**src/hw/spi_mem_pkg.sv**
```systemverilog
package spi_mem_pkg;

    localparam int addr_w      = 7;    // 128 byte locations
    localparam int data_w      = 8;    // one SPI byte
    localparam int mem_depth   = 128;
    localparam int bit_count_w = 4;    // counts the bits of one byte

    // transaction controller states
    typedef enum logic [2:0] {
        reset_idle = 3'd0,             // waiting for a new cs_n assertion
        addr_load  = 3'd1,             // shifting in the command byte
        branch     = 3'd2,             // one cycle to decode the read/write bit
        write_data = 3'd3,             // shifting in the byte to store
        read_data  = 3'd4              // shifting out the addressed byte
    } xfer_state_e;

    // First byte of a transaction. It arrives as a plain byte and is then
    // decoded as address plus direction bit
    typedef union packed {
        logic [data_w-1:0] raw;        // byte as it came off mosi
        struct packed {
            logic [addr_w-1:0] addr;   // first seven bits on the wire
            logic              rd;     // last bit, 1 selects a read
        } fields;
    } cmd_byte_u;

endpackage

```
**src/hw/spi_ctrl_if.sv**
```systemverilog
`timescale 1ns/1ps

interface spi_ctrl_if;

    logic                   sr_we;      // load shift register from memory
    logic                   addr_we;    // latch the command byte
    logic                   dm_we;      // write shift register into memory
    logic                   miso_bufe;  // miso driver enable, held in the read data phase
    logic                   byte_done;  // eighth bit of a byte has been sampled
    spi_mem_pkg::cmd_byte_u cmd;        // latched command byte

    modport ctrl (
        output sr_we, addr_we, dm_we, miso_bufe,
        input  byte_done, cmd
    );

    modport dp (
        input  sr_we, addr_we, miso_bufe,
        output byte_done, cmd
    );

    modport mem (
        input  dm_we, cmd
    );

endinterface

```
**src/hw/spi_data_mem.sv**
```systemverilog
`timescale 1ns/1ps

module spi_data_mem (
    input  logic                           sclk,
    input  logic [spi_mem_pkg::data_w-1:0] wr_data,
    output logic [spi_mem_pkg::data_w-1:0] rd_data,
    spi_ctrl_if.mem                        ctl
);

    logic [spi_mem_pkg::data_w-1:0] mem [spi_mem_pkg::mem_depth];

    // single port, the latched command address serves both write and read
    always_ff @(posedge sclk) begin
        if (ctl.dm_we) begin
            mem[ctl.cmd.fields.addr] <= wr_data;
        end
        rd_data <= mem[ctl.cmd.fields.addr];    // valid one cycle after the address changes
    end

endmodule

```
**src/hw/spi_mem_top.sv**
```systemverilog
`timescale 1ns/1ps

module spi_mem_top (
    input  logic sclk,
    input  logic rst_n,
    input  logic cs_n,
    input  logic sck,
    input  logic mosi,
    output logic miso,
    output logic miso_oe
);

    logic                           sck_rise;
    logic                           sck_fall;
    logic                           cs_active;
    logic                           mosi_s;
    logic                           miso_bit;
    logic [spi_mem_pkg::data_w-1:0] rd_data;
    logic [spi_mem_pkg::data_w-1:0] wr_data;

    spi_ctrl_if i_ctrl_if ();   // strobes and status between controller and datapath

    spi_pin_sync i_spi_pin_sync (
        .sclk      (sclk),
        .rst_n     (rst_n),
        .cs_n      (cs_n),
        .sck       (sck),
        .mosi      (mosi),
        .sck_rise  (sck_rise),
        .sck_fall  (sck_fall),
        .cs_active (cs_active),
        .mosi_s    (mosi_s)
    );

    spi_shift_reg i_spi_shift_reg (
        .sclk      (sclk),
        .rst_n     (rst_n),
        .sck_rise  (sck_rise),
        .sck_fall  (sck_fall),
        .cs_active (cs_active),
        .mosi_s    (mosi_s),
        .rd_data   (rd_data),
        .wr_data   (wr_data),
        .miso_bit  (miso_bit),
        .ctl       (i_ctrl_if.dp)
    );

    spi_xfer_fsm i_spi_xfer_fsm (
        .sclk      (sclk),
        .rst_n     (rst_n),
        .cs_active (cs_active),
        .ctl       (i_ctrl_if.ctrl)
    );

    spi_data_mem i_spi_data_mem (
        .sclk      (sclk),
        .wr_data   (wr_data),
        .rd_data   (rd_data),
        .ctl       (i_ctrl_if.mem)
    );

    assign miso    = miso_bit;
    assign miso_oe = i_ctrl_if.miso_bufe;   // pad driver enable

endmodule

```
**src/hw/spi_pin_sync.sv**
```systemverilog
`timescale 1ns/1ps

module spi_pin_sync (
    input  logic sclk,
    input  logic rst_n,
    input  logic cs_n,
    input  logic sck,
    input  logic mosi,
    output logic sck_rise,
    output logic sck_fall,
    output logic cs_active,
    output logic mosi_s
);

    logic [1:0] sck_sync;   // bit 1 is the second flop
    logic [1:0] cs_n_sync;
    logic [1:0] mosi_sync;
    logic       sck_q;      // previous synchronized sck for edge detection

    // two-flop synchronizers, cs_n idles high so it resets to inactive
    always_ff @(posedge sclk or negedge rst_n) begin
        if (!rst_n) begin
            sck_sync  <= 2'b00;
            cs_n_sync <= 2'b11;
            mosi_sync <= 2'b00;
        end else begin
            sck_sync  <= {sck_sync[0], sck};
            cs_n_sync <= {cs_n_sync[0], cs_n};
            mosi_sync <= {mosi_sync[0], mosi};
        end
    end

    // Third stage registers every output so that edges, cs level and
    // the mosi bit all appear exactly three sclk cycles after the pins
    always_ff @(posedge sclk or negedge rst_n) begin
        if (!rst_n) begin
            sck_q     <= 1'b0;
            sck_rise  <= 1'b0;
            sck_fall  <= 1'b0;
            cs_active <= 1'b0;
            mosi_s    <= 1'b0;
        end else begin
            sck_q     <= sck_sync[1];
            sck_rise  <= sck_sync[1] & ~sck_q;   // low to high seen on the synced pin
            sck_fall  <= ~sck_sync[1] & sck_q;
            cs_active <= ~cs_n_sync[1];          // chip select is active low on the pin
            mosi_s    <= mosi_sync[1];
        end
    end

endmodule

```
**src/hw/spi_shift_reg.sv**
```systemverilog
`timescale 1ns/1ps

module spi_shift_reg (
    input  logic                           sclk,
    input  logic                           rst_n,
    input  logic                           sck_rise,
    input  logic                           sck_fall,
    input  logic                           cs_active,
    input  logic                           mosi_s,
    input  logic [spi_mem_pkg::data_w-1:0] rd_data,
    output logic [spi_mem_pkg::data_w-1:0] wr_data,
    output logic                           miso_bit,
    spi_ctrl_if.dp                         ctl
);

    logic [spi_mem_pkg::data_w-1:0]      sr;        // serial in, parallel out and in
    logic [spi_mem_pkg::bit_count_w-1:0] bit_cnt;   // bits sampled in the current byte

    // bit counter, restarts on every byte and whenever cs is released
    always_ff @(posedge sclk or negedge rst_n) begin
        if (!rst_n) begin
            bit_cnt       <= '0;
            ctl.byte_done <= 1'b0;
        end else if (!cs_active) begin
            bit_cnt       <= '0;                    // an aborted byte never completes
            ctl.byte_done <= 1'b0;
        end else begin
            ctl.byte_done <= 1'b0;
            if (sck_rise) begin
                if (bit_cnt == spi_mem_pkg::bit_count_w'(spi_mem_pkg::data_w - 1)) begin
                    bit_cnt       <= '0;
                    ctl.byte_done <= 1'b1;          // pulses together with the full byte in sr
                end else begin
                    bit_cnt <= bit_cnt + 1'b1;
                end
            end
        end
    end

    // MSB first, so new bits enter at the bottom
    always_ff @(posedge sclk) begin
        if (ctl.sr_we) begin
            sr <= rd_data;                          // read data for the master
        end else if (sck_rise) begin
            sr <= {sr[spi_mem_pkg::data_w-2:0], mosi_s};
        end
    end

    // address latch holding the command byte for the rest of the transaction
    always_ff @(posedge sclk) begin
        if (ctl.addr_we) begin
            ctl.cmd.raw <= sr;
        end
    end

    // Mode 0 output. The bit moves only after a falling sck edge, so it is
    // stable while the master samples on the rising edge
    always_ff @(posedge sclk or negedge rst_n) begin
        if (!rst_n) begin
            miso_bit <= 1'b0;
        end else if (ctl.miso_bufe && sck_fall) begin
            miso_bit <= sr[spi_mem_pkg::data_w-1];
        end
    end

    assign wr_data = sr;                            // full byte when dm_we fires

endmodule

```
**src/hw/spi_xfer_fsm.sv**
```systemverilog
`timescale 1ns/1ps

module spi_xfer_fsm (
    input  logic     sclk,
    input  logic     rst_n,
    input  logic     cs_active,
    spi_ctrl_if.ctrl ctl
);

    spi_mem_pkg::xfer_state_e state;
    spi_mem_pkg::xfer_state_e state_nxt;
    logic                     cs_q;     // cs_active one cycle earlier

    // state register and the registered strobes
    always_ff @(posedge sclk or negedge rst_n) begin
        if (!rst_n) begin
            state     <= spi_mem_pkg::reset_idle;
            cs_q      <= 1'b0;
            ctl.sr_we <= 1'b0;
        end else begin
            state <= state_nxt;
            cs_q  <= cs_active;
            // The memory output follows the new address one cycle after
            // branch, so the load into the shift register waits one cycle
            ctl.sr_we <= (state == spi_mem_pkg::branch) && ctl.cmd.fields.rd;
        end
    end

    // next state, byte_done from the shift register paces both phases
    always_comb begin
        state_nxt = state;
        if (!cs_active) begin
            state_nxt = spi_mem_pkg::reset_idle;            // abort from anywhere
        end else begin
            case (state)
                spi_mem_pkg::reset_idle: begin
                    // only a fresh cs assertion starts a transaction
                    if (!cs_q) begin
                        state_nxt = spi_mem_pkg::addr_load;
                    end
                end
                spi_mem_pkg::addr_load: begin
                    if (ctl.byte_done) begin
                        state_nxt = spi_mem_pkg::branch;
                    end
                end
                spi_mem_pkg::branch: begin
                    if (ctl.cmd.fields.rd) begin
                        state_nxt = spi_mem_pkg::read_data;
                    end else begin
                        state_nxt = spi_mem_pkg::write_data;
                    end
                end
                spi_mem_pkg::write_data: begin
                    if (ctl.byte_done) begin
                        state_nxt = spi_mem_pkg::reset_idle;  // one byte per transaction
                    end
                end
                spi_mem_pkg::read_data: begin
                    if (ctl.byte_done) begin
                        state_nxt = spi_mem_pkg::reset_idle;
                    end
                end
                default: begin
                    state_nxt = spi_mem_pkg::reset_idle;
                end
            endcase
        end
    end

    // strobes that must line up with byte_done are decoded directly
    assign ctl.addr_we = (state == spi_mem_pkg::addr_load) && ctl.byte_done;
    assign ctl.dm_we   = (state == spi_mem_pkg::write_data) && ctl.byte_done && cs_active;

    // cs_active in the term lets miso_oe drop one cycle before the state does
    assign ctl.miso_bufe = (state == spi_mem_pkg::read_data) && cs_active;

endmodule
```
**config.mk**
```make
export PLATFORM = sky130hd
export DESIGN_NAME = spi_mem_top
export DESIGN_NICKNAME = d
export VERILOG_FILES = /design/src/hw/spi_mem_pkg.sv /design/src/hw/spi_ctrl_if.sv /design/src/hw/spi_data_mem.sv /design/src/hw/spi_mem_top.sv /design/src/hw/spi_pin_sync.sv /design/src/hw/spi_shift_reg.sv /design/src/hw/spi_xfer_fsm.sv
export SDC_FILE = /design/constraint.sdc
export NUM_CORES = 1
export LEC_CHECK = 0
export BUFFER_PORTS_ARGS = -buffer_cell sky130_fd_sc_hd__buf_2
export CAP_MARGIN = 10
export CORE_MARGIN = 2
export CORE_UTILIZATION = 44
export DETAILED_ROUTE_END_ITERATION = 16
export GPL_ROUTABILITY_DRIVEN = 0
export MAX_ROUTING_LAYER = met4
export PLACE_DENSITY = 0.6
export SLEW_MARGIN = 0
export SYNTH_ARGS = -nofsm -noshare
export SYNTH_HDL_FRONTEND = slang
export SYNTH_SLANG_ARGS = --single-unit
```
**constraint.sdc**
```tcl
create_clock -name sclk -period 2.92 [get_ports sclk]
set_clock_uncertainty 0.1 [all_clocks]
set_input_delay 0.146 -clock sclk [delete_from_list [all_inputs] [get_ports sclk]]
set_output_delay 0.146 -clock sclk [all_outputs]
set_load 0.05 [all_outputs]
```
# Word level (Yosys, flattened, before mapping)
# Memories as Yosys holds them, arrays and structs flattened. A register that Yosys moved wholly into a read port is not among the register bits.
# Cells that the tools add are included.
op_classes:
  bitwise_logic: 5
  add_sub_neg: 1
  n_mux: 16
  reduce_logical: 10
  n_eq_ne: 9
ops:
  columns: ["cell", "n"]
  rows:
  - ["8-bit two-way mux", 2]
  - ["3-bit two-way mux", 5]
  - ["4-bit two-way mux", 3]
  - ["3-bit one-hot mux with 4 select lines", 1]
  - ["3-bit by 2-bit equality test with 1-bit output (second input constant)", 2]
  - ["1-bit logical AND", 6]
  - ["3-bit != test (second input constant)", 2]
  - ["1-bit two-way mux", 5]
  - ["4-bit by 1-bit adder with 4-bit output (second input constant)", 1]
  - ["4-bit by 3-bit equality test with 1-bit output (second input constant)", 1]
  - ["3-bit by 1-bit equality test with 1-bit output (second input constant)", 1]
  - ["3-bit equality test (second input constant)", 1]
  - ["3-bit logical NOT", 1]
  - ["3-bit by 2-bit != test with 1-bit output (second input constant)", 1]
  - ["1-bit inverter", 3]
  - ["3-bit AND reduction", 1]
  - ["1-bit AND", 2]
  - ["2-bit by 1-bit != test with 1-bit output (second input constant)", 1]
  - ["2-bit nonzero test", 1]
  - ["2-bit OR reduction", 1]
totals:
  elab_cells: 58
  inputBits: 5
  register_bits: 38
  mem_count: 1
  output_inout_bits: 2
  ramBits: 1024
mem_list:
  columns: ["memory", "words", "width", "read_ports", "rd_ports_with_merged_regs", "wr", "line_no", "text"]
  rows:
  - ["i_spi_data_mem.mem", 128, 8, 1, 1, 1, "spi_data_mem.sv:10", "logic [spi_mem_pkg::data_w-1:0] mem [spi_mem_pkg::mem_depth];"]

# Depth between registers and ports, before layout
# Gate-level depths: netlist of run 1.
logic_depth:
  ltp_word: 5
  mapped_depth: 11
  depth_no_buf: 7

# Hierarchy
# From an unflattened synthesis of run 1, not the netlist that was laid out.
hier_totals:
  hier_cells: 2565
  hier_area_um2: 41850.1
by_module_without_submodules:
  columns: ["mod", "cells_each", "area_per_inst_um2", "n_inst", "seq_area_each_um2"]
  rows:
  - ["spi_data_mem", 2475, 40433.8, 1, 30909.6]
  - ["spi_shift_reg", 51, 873.3, 1, 630.6]
  - ["spi_pin_sync", 14, 296.5, 1, 277.8]
  - ["spi_xfer_fsm", 25, 246.5, 1, 125.1]

# Least setup slack after synthesis of run 1
# OpenSTA, ideal clock, no wires.
synth_path:
  kind: "flip-flop to flip-flop"
  start: "register i_spi_shift_reg.ctl.cmd[2]"
  end: "memory i_spi_data_mem.mem[69][0] (netlist name), enable pin"
  path_buffers: 6
  stages_incl_launch_ff: 10
  setup_ns: 0.370
  arrival_time_ns: 2.127
  synth_period_minus_slack_ns: 2.598
  path_slack_ns: 0.322
  required_ns: 2.450
  path_cell_list: "edfxtp_1 buf_6 buf_6 buf_6 buf_4 buf_2 nor3_2 nand2_1 clkbuf_1 nor2_1"
synth_lines:
  columns: ["element", "line_no", "text"]
  rows:
  - ["start: declaration", "spi_ctrl_if.sv:19", "output byte_done, cmd"]
  - ["end: declaration", "spi_data_mem.sv:10", null]
# Straight into the memory's write port.

==> impl_metrics.csv, run 1 <==
group,metric,value,unit
synthesis,yosysWarningCount,0,
critical_path,cp-end-kind,"flip-flop",
grt,grt_max_degree,99,
critical_path,r2r_end,"i_spi_data_mem.rd_data[7]",
synthesis,synth_nets,2482,
sta,post-route-period-util,102,%
grt,grt_pass1_vias,25600,
floorplanning,die-area,97100,µm²
clock_network,htreeDepth,3,
placement,place_hpwl,83100,µm
grt,track_usage,27.2,%
critical_path,worstPathRequired,3460,ps
critical_path,startpoint_type,"flip-flop",
placement,dpl.cell_count,3957,
pwr,leakagePower,16.6,nW
sta,slew_headroom,27.2,%
critical_path,crit_start,"i_spi_shift_reg.ctl.cmd[2]",
synthesis,ys_ff_latch,1070,
placement,placedInstanceArea,45900,µm²
final_layout,instances_no_fill,4185,
clock_network,cts_tree,"built",
clock_network,root_buffer,"clkbuf_16",
floorplanning,initial_core_util,44.5,%
critical_path,crit_fanout,24,
critical_path,worstPathArrival,3520,ps
floorplanning,core-area,93600,µm²
route,drtIter0Drc,4118,
clock_network,clockBufferDepth,3,
route,ant_nets,0,
sta,fin_hold_ws,250,ps
sta,max_freq,336,MHz
clock_network,cts.sinks,1070,
final_layout,drive_above_1_share,24.6,%
run_status,violations,"negative setup slack",
sta,fin_ws,-56.4,ps
final_layout,num-fill-cells,7578,
grt,grt_antenna_before_repair,3,
run_status,status,"complete, but fails checks",
sta,slew_violations,0,
route,dr.pass1.iters,8,
synthesis,yosysUniqueCellTypes,74,
synthesis,syn_avg_cell_area,16.8,µm²
synthesis,synth_top_area_share,75.0,%
sta,setup_violations,2,
worst_hold_path,holdPathEnd,"i_spi_pin_sync.mosi_sync[1]",
route,drc,0,
clock_network,clock_latency,720,ps
route,viasPerCell,6.29,
synthesis,synth_edf_count,1040,
route,wl,131000,µm
synthesis,yosysSeqAreaShare,76.7,%
pwr,ir_drop,0.470,mV
critical_path,critical_path_class,"reg -> reg",
placement,place.port_buffers,6,
run,maxCapViolations,0,
floorplanning,die_w,312,µm
synthesis,syn_area,41600,µm²
floorplanning,rows,112,
worst_hold_path,hold_class,"reg -> reg",
synthesis,syn-instance-count,2476,
sta,setup_tns,-95.5,ps
sta,min_period,2980,ps
critical_path,reg2reg_depth,12,
critical_path,reg2reg_from,"i_spi_shift_reg.ctl.cmd[2]",
pwr,p_per_area,641,nW/µm²
floorplanning,ios,7,
synthesis,synth_top_cell_by_area,"edfxtp_1",
final_layout,design_area,49800,µm²
floorplanning,die_h,312,µm
final_layout,syn_to_final_growth,19.6,%
grt,gr-total-overflow,0,
sta,worst_slew_pin_slew,1090,ps
critical_path,reg2reg_setup_slack,-60,ps
synthesis,async_reset_ff_share,2.06,%
grt,grt_pass1_wl,186000,µm
final_layout,nets,2843,
synthesis,synth.area.top_cells,"edfxtp_1 75%, a221oi_1 3.9%, mux2i_1 2.1%",
synthesis,synth_ff_type,"edfxtp_1",
pwr,total_power,0.0319,W
worst_hold_path,holdCritStartpoint,"i_spi_pin_sync.mosi_sync[0]",
route,vias,26300,
clock_network,cts_buffers,108,
route,wire_per_inst,31.3,µm
worst_hold_path,hold_depth,0,
sta,final_hold_viol_count,0,
clock_network,path_clk_slew,70,ps
-- report_power, final --
part	total [W]	switching, W	internal (W)
clock network	0.0134	0.00599	0.00738
registers	0.0175	0.0000765	0.0174
logic	0.00105	0.000895	0.000150
-- worst max-delay path, cell delays in order, from the launching register on --
cell	delay, ps
edfxtp_1	390
buf_4	170
buf_12	150
buf_4	160
nor2b_4	220
buf_12	240
buf_4	250
nand2_1	70
o21ai_0	100
o21ai_0	180
a311o_1	370
a21boi_1	310
a311o_1	170
-- cell usage after synthesis (all sizes together) (9+ instances only) --
library cell,count
buf,118
nor3,18
a21o,13
a21oi,108
a222oi,14
nand2,92
a22o,27
edfxtp,1040
o22ai,28
mux4,28
a22oi,67
nand3,23
nor4,9
o221ai,16
nand2b,15
o22a,21
a221oi,188
mux2,74
o21ai,54
a221o,14
dfrtp,20
nor2b,17
clkbuf,71
nor2,203
mux2i,86
-- layout by cell type (no fill, tap or decap), types with 23 or more instances in the layout --
cell type  count
o21ai_0       46
nand3_1       23
mux2_2        58
nand2_1       92
mux2i_1       86
mux4_2        28
a21oi_1      103
a22o_1        27
a22oi_1       66
nor2_1       200
a221oi_1     176
clkbuf_16    111
o22ai_1       27
clkinv_1      30
buf_4        375
buf_12        41
edfxtp_1    1040
-- per-stage QoR --
stage	util, %	setup WS, ps
floorplan	-	322
global placement	49.1	-103
detailed placement	49.1	-113
CTS	52.9	-34.3
global route	53.2	-62.9
finish	53.2	-56.4
-- repair_timing --
action | CTS | global route
endpoints found under the hold margin | 25 | 0
cloned | 0 | 4
hold buffers | 9 | 0
endpoints found under the setup margin | 6 | 13
pin swaps | 1 | 7
buffers inserted | 3 | 8
resized for setup | 6 | 37
-- worst max-delay path by stage --
stage                                      to  slack [ps]  cells past startpoint
floorplan           i_spi_data_mem.mem[69][0]         320                      9
global placement    i_spi_data_mem.rd_data[4]        -100                     10
detailed placement  i_spi_data_mem.rd_data[4]        -110                     10
CTS                 i_spi_data_mem.rd_data[2]         -30                      9
global route        i_spi_data_mem.rd_data[2]         -60                     11
finish              i_spi_data_mem.rd_data[7]         -60                     12
-- logic make-up (layout without fill, tap and decap cells) --
kind of cell,count (synthesis),in the layout,share of synthesized area [%]
compound gates,617,617,11.1
buf+inv,196,648,2.33
fa+ha+maj,1,1,0.0300
other cells,0,2,0
mux,188,188,5.58
flops,1070,1070,76.7
xor+xnor,1,1,0.0210
simple gates,403,404,4.22
-- flip-flops by register name, indices dropped and copies added (netlist names) --
register                       flops
i_spi_shift_reg.ctl.cmd            8
i_spi_pin_sync.mosi_s              1
i_spi_pin_sync.cs_n_sync           2
i_spi_data_mem.mem              1024
i_spi_pin_sync.sck_fall            1
i_spi_pin_sync.mosi_sync           2
i_spi_xfer_fsm.cs_q                1
i_spi_shift_reg.wr_data            8
i_spi_pin_sync.sck_sync            2
i_spi_shift_reg.miso_bit           1
i_spi_shift_reg.bit_cnt            4
i_spi_data_mem.rd_data             8
i_spi_xfer_fsm.ctl.sr_we           1
i_spi_pin_sync.sck_q               1
i_spi_shift_reg.ctl.byte_done      1
i_spi_pin_sync.cs_active           1
i_spi_xfer_fsm.state               3
i_spi_pin_sync.sck_rise            1
-- cell type report --
class                      instances  area [µm²]  area share (%)
sequential                      1070       31900            64.1
timing repair buffer             439        3900            7.83
clock inverter                    75         644            1.29
antenna                            2        5.00          0.0100
tap                             1254        1570            3.15
inverter                           7        27.5          0.0552
multi-input combinational       1211        8960            18.0
clock buffer                     127        2770            5.57
-- layer usage --
layer,vias up,wire [µm],part of all wire [%],global-route usage [%]
li1,10800,-,-,-
met1,13500,51600,39,37.7
met2,1729,60000,46,40.5
met3,258,14100,11,4.66
met4,0,5180,4.0,10.5
met5,-,0,0,-
(Power assumes the default switching activity.)
==> run 2: changes to the inputs <==
==> constraint.sdc (replaced) <==
create_clock -name sclk -period 2.92 [get_ports sclk]
set_clock_uncertainty 0.1 [all_clocks]
set_input_delay 0.292 -clock sclk [delete_from_list [all_inputs] [get_ports sclk]]
set_output_delay 0.292 -clock sclk [all_outputs]
set_load 0.05 [all_outputs]
==> impl_metrics.csv, run 2 (synthesis results as in run 1) <==
group,metric,value,unit
run_status,status,"complete, but fails checks",
run_status,violations,"negative setup slack",
critical_path,reg2reg_from,"i_spi_shift_reg.ctl.cmd[1]",
final_layout,largest_reg_flops,1024,
critical_path,worstPathArrival,3500,ps
grt,grt_pass1_vias,25600,
sta,fin_ws,-71.8,ps
final_layout,largest-register,"i_spi_data_mem.mem",
route,wl,131000,µm
route,drc,0,
grt,gr-total-overflow,0,
route,vias,26400,
sta,setup_tns,-128,ps
critical_path,reg2reg_depth,8,
worst_hold_path,holdCritStartpoint,"cs_n",
run,maxCapViolations,0,
clock_network,cts.sinks,1070,
clock_network,path_clk_slew,60,ps
grt,grt_pass1_wl,186000,µm
final_layout,layout_commonest_cell,"edfxtp_1",
critical_path,r2r_end,"i_spi_data_mem.rd_data[2]",
floorplanning,die_w,312,µm
clock_network,clockBufferDepth,3,
pwr,ir_drop,0.469,mV
sta,post-route-period-util,102,%
clock_network,clock_latency,720,ps
floorplanning,ios,7,
clock_network,cts_tree,"built",
grt,track_usage,27.2,%
critical_path,reg2reg_setup_slack,-70,ps
sta,slew_headroom,25.4,%
route,wire_per_inst,31.3,µm
final_layout,nets,2840,
final_layout,syn_to_final_growth,19.6,%
worst_hold_path,hold_class,"in -> reg",
placement,place_ws,-113,ps
sta,setup_violations,2,
pwr,total_power,0.0319,W
pwr,leakagePower,16.6,nW
route,dr.pass1.iters,8,
sta,min_period,2990,ps
sta,slew_violations,0,
floorplanning,die_h,312,µm
final_layout,drive_above_1_share,24.6,%
floorplanning,initial_core_util,44.5,%
floorplanning,core-area,93600,µm²
floorplanning,rows,112,
critical_path,cp-end-kind,"flip-flop",
pwr,p_per_area,641,nW/µm²
sta,final_hold_viol_count,0,
worst_hold_path,hold_depth,2,
route,drtIter0Drc,4126,
sta,max_freq,334,MHz
grt,grt_antenna_before_repair,3,
placement,place.port_buffers,6,
sta,worst_slew_pin_slew,1120,ps
critical_path,startpoint_type,"flip-flop",
worst_hold_path,holdPathEnd,"i_spi_pin_sync.cs_n_sync[0]",
clock_network,htreeDepth,3,
grt,grt_max_degree,99,
floorplanning,die-area,97100,µm²
critical_path,crit_fanout,22,
placement,place_hpwl,83100,µm
route,viasPerCell,6.32,
clock_network,cts_buffers,108,
clock_network,root_buffer,"clkbuf_16",
critical_path,critical_path_class,"reg -> reg",
critical_path,crit_start,"i_spi_shift_reg.ctl.cmd[1]",
final_layout,layout_common_cells,"1,040 x edfxtp_1, 375 x buf_4, 200 x nor2_1, 176 x a221oi_1, 111 x clkbuf_16",
route,ant_nets,0,
critical_path,worstPathRequired,3420,ps
[run 2: metrics by stage]
step	hold slack, ps	instance area [µm²]	std cells	utilization, %
floorplan	-104	41600	2476	-
global placement	162	45900	3957	49.1
detailed placement	174	45900	3957	49.1
CTS	108	49500	4168	52.9
global route	150	49800	4182	53.2
finish	150	49800	4182	53.2
[run 2: critical path: stages, from the launching register on]
cell and delay [ps]:
edfxtp_1 420, buf_12 200, buf_4 370, mux2_2 400, a221oi_1 250, a21oi_1 80, o21ai_0 500, nand4_1 330
o221a_1 210
[run 2: how the worst max path moves through the flow]
stage	end	slack, ps	cells after the start
after floorplan	i_spi_data_mem.mem[69][0]	320	9
after global placement	i_spi_data_mem.rd_data[4]	-100	10
after detailed placement	i_spi_data_mem.rd_data[4]	-110	10
after CTS	i_spi_data_mem.rd_data[2]	-30	9
after global routing	i_spi_data_mem.rd_data[2]	-60	11
final	i_spi_data_mem.rd_data[2]	-70	8
[run 2: final cells by class]
| cell class | count | area, µm² |
|---|---|---|
| multi-input combinational | 1211 | 8960 |
| sequential | 1070 | 31900 |
| fill | 7581 | 43800 |
| inverter | 7 | 27.5 |
| tap | 1254 | 1570 |
| antenna | 2 | 5.00 |
| timing repair buffer | 436 | 3870 |
| clock buffer | 127 | 2770 |
| clock inverter | 75 | 644 |
[run 2: power by group]
part | total (W) | leakage (nW) | internal (W) | switching, W
registers | 0.0175 | 9.69 | 0.0174 | 0.0000752
logic | 0.00105 | 5.23 | 0.000148 | 0.000898
clock network | 0.0134 | 1.64 | 0.00738 | 0.00599
total | 0.0319 | 16.6 | 0.0250 | 0.00696
[run 2: repair_timing]
action | 4_1_cts | 5_1_grt
setup buffers | 3 | 8
pin swaps | 1 | 7
hold endpoints to repair | 25 | 0
endpoints found under the setup margin | 6 | 13
resized for setup | 6 | 37
cloned | 0 | 4
hold buffers | 6 | 0
[run 2: metal layers]
layer	vias to the layer above	GRT usage, %	wire length, µm
li1	10800	-	-
met1	13600	37.7	52000
met2	1701	40.5	60200
met3	263	4.66	13600
met4	0	10.5	5180
met5	-	-	0
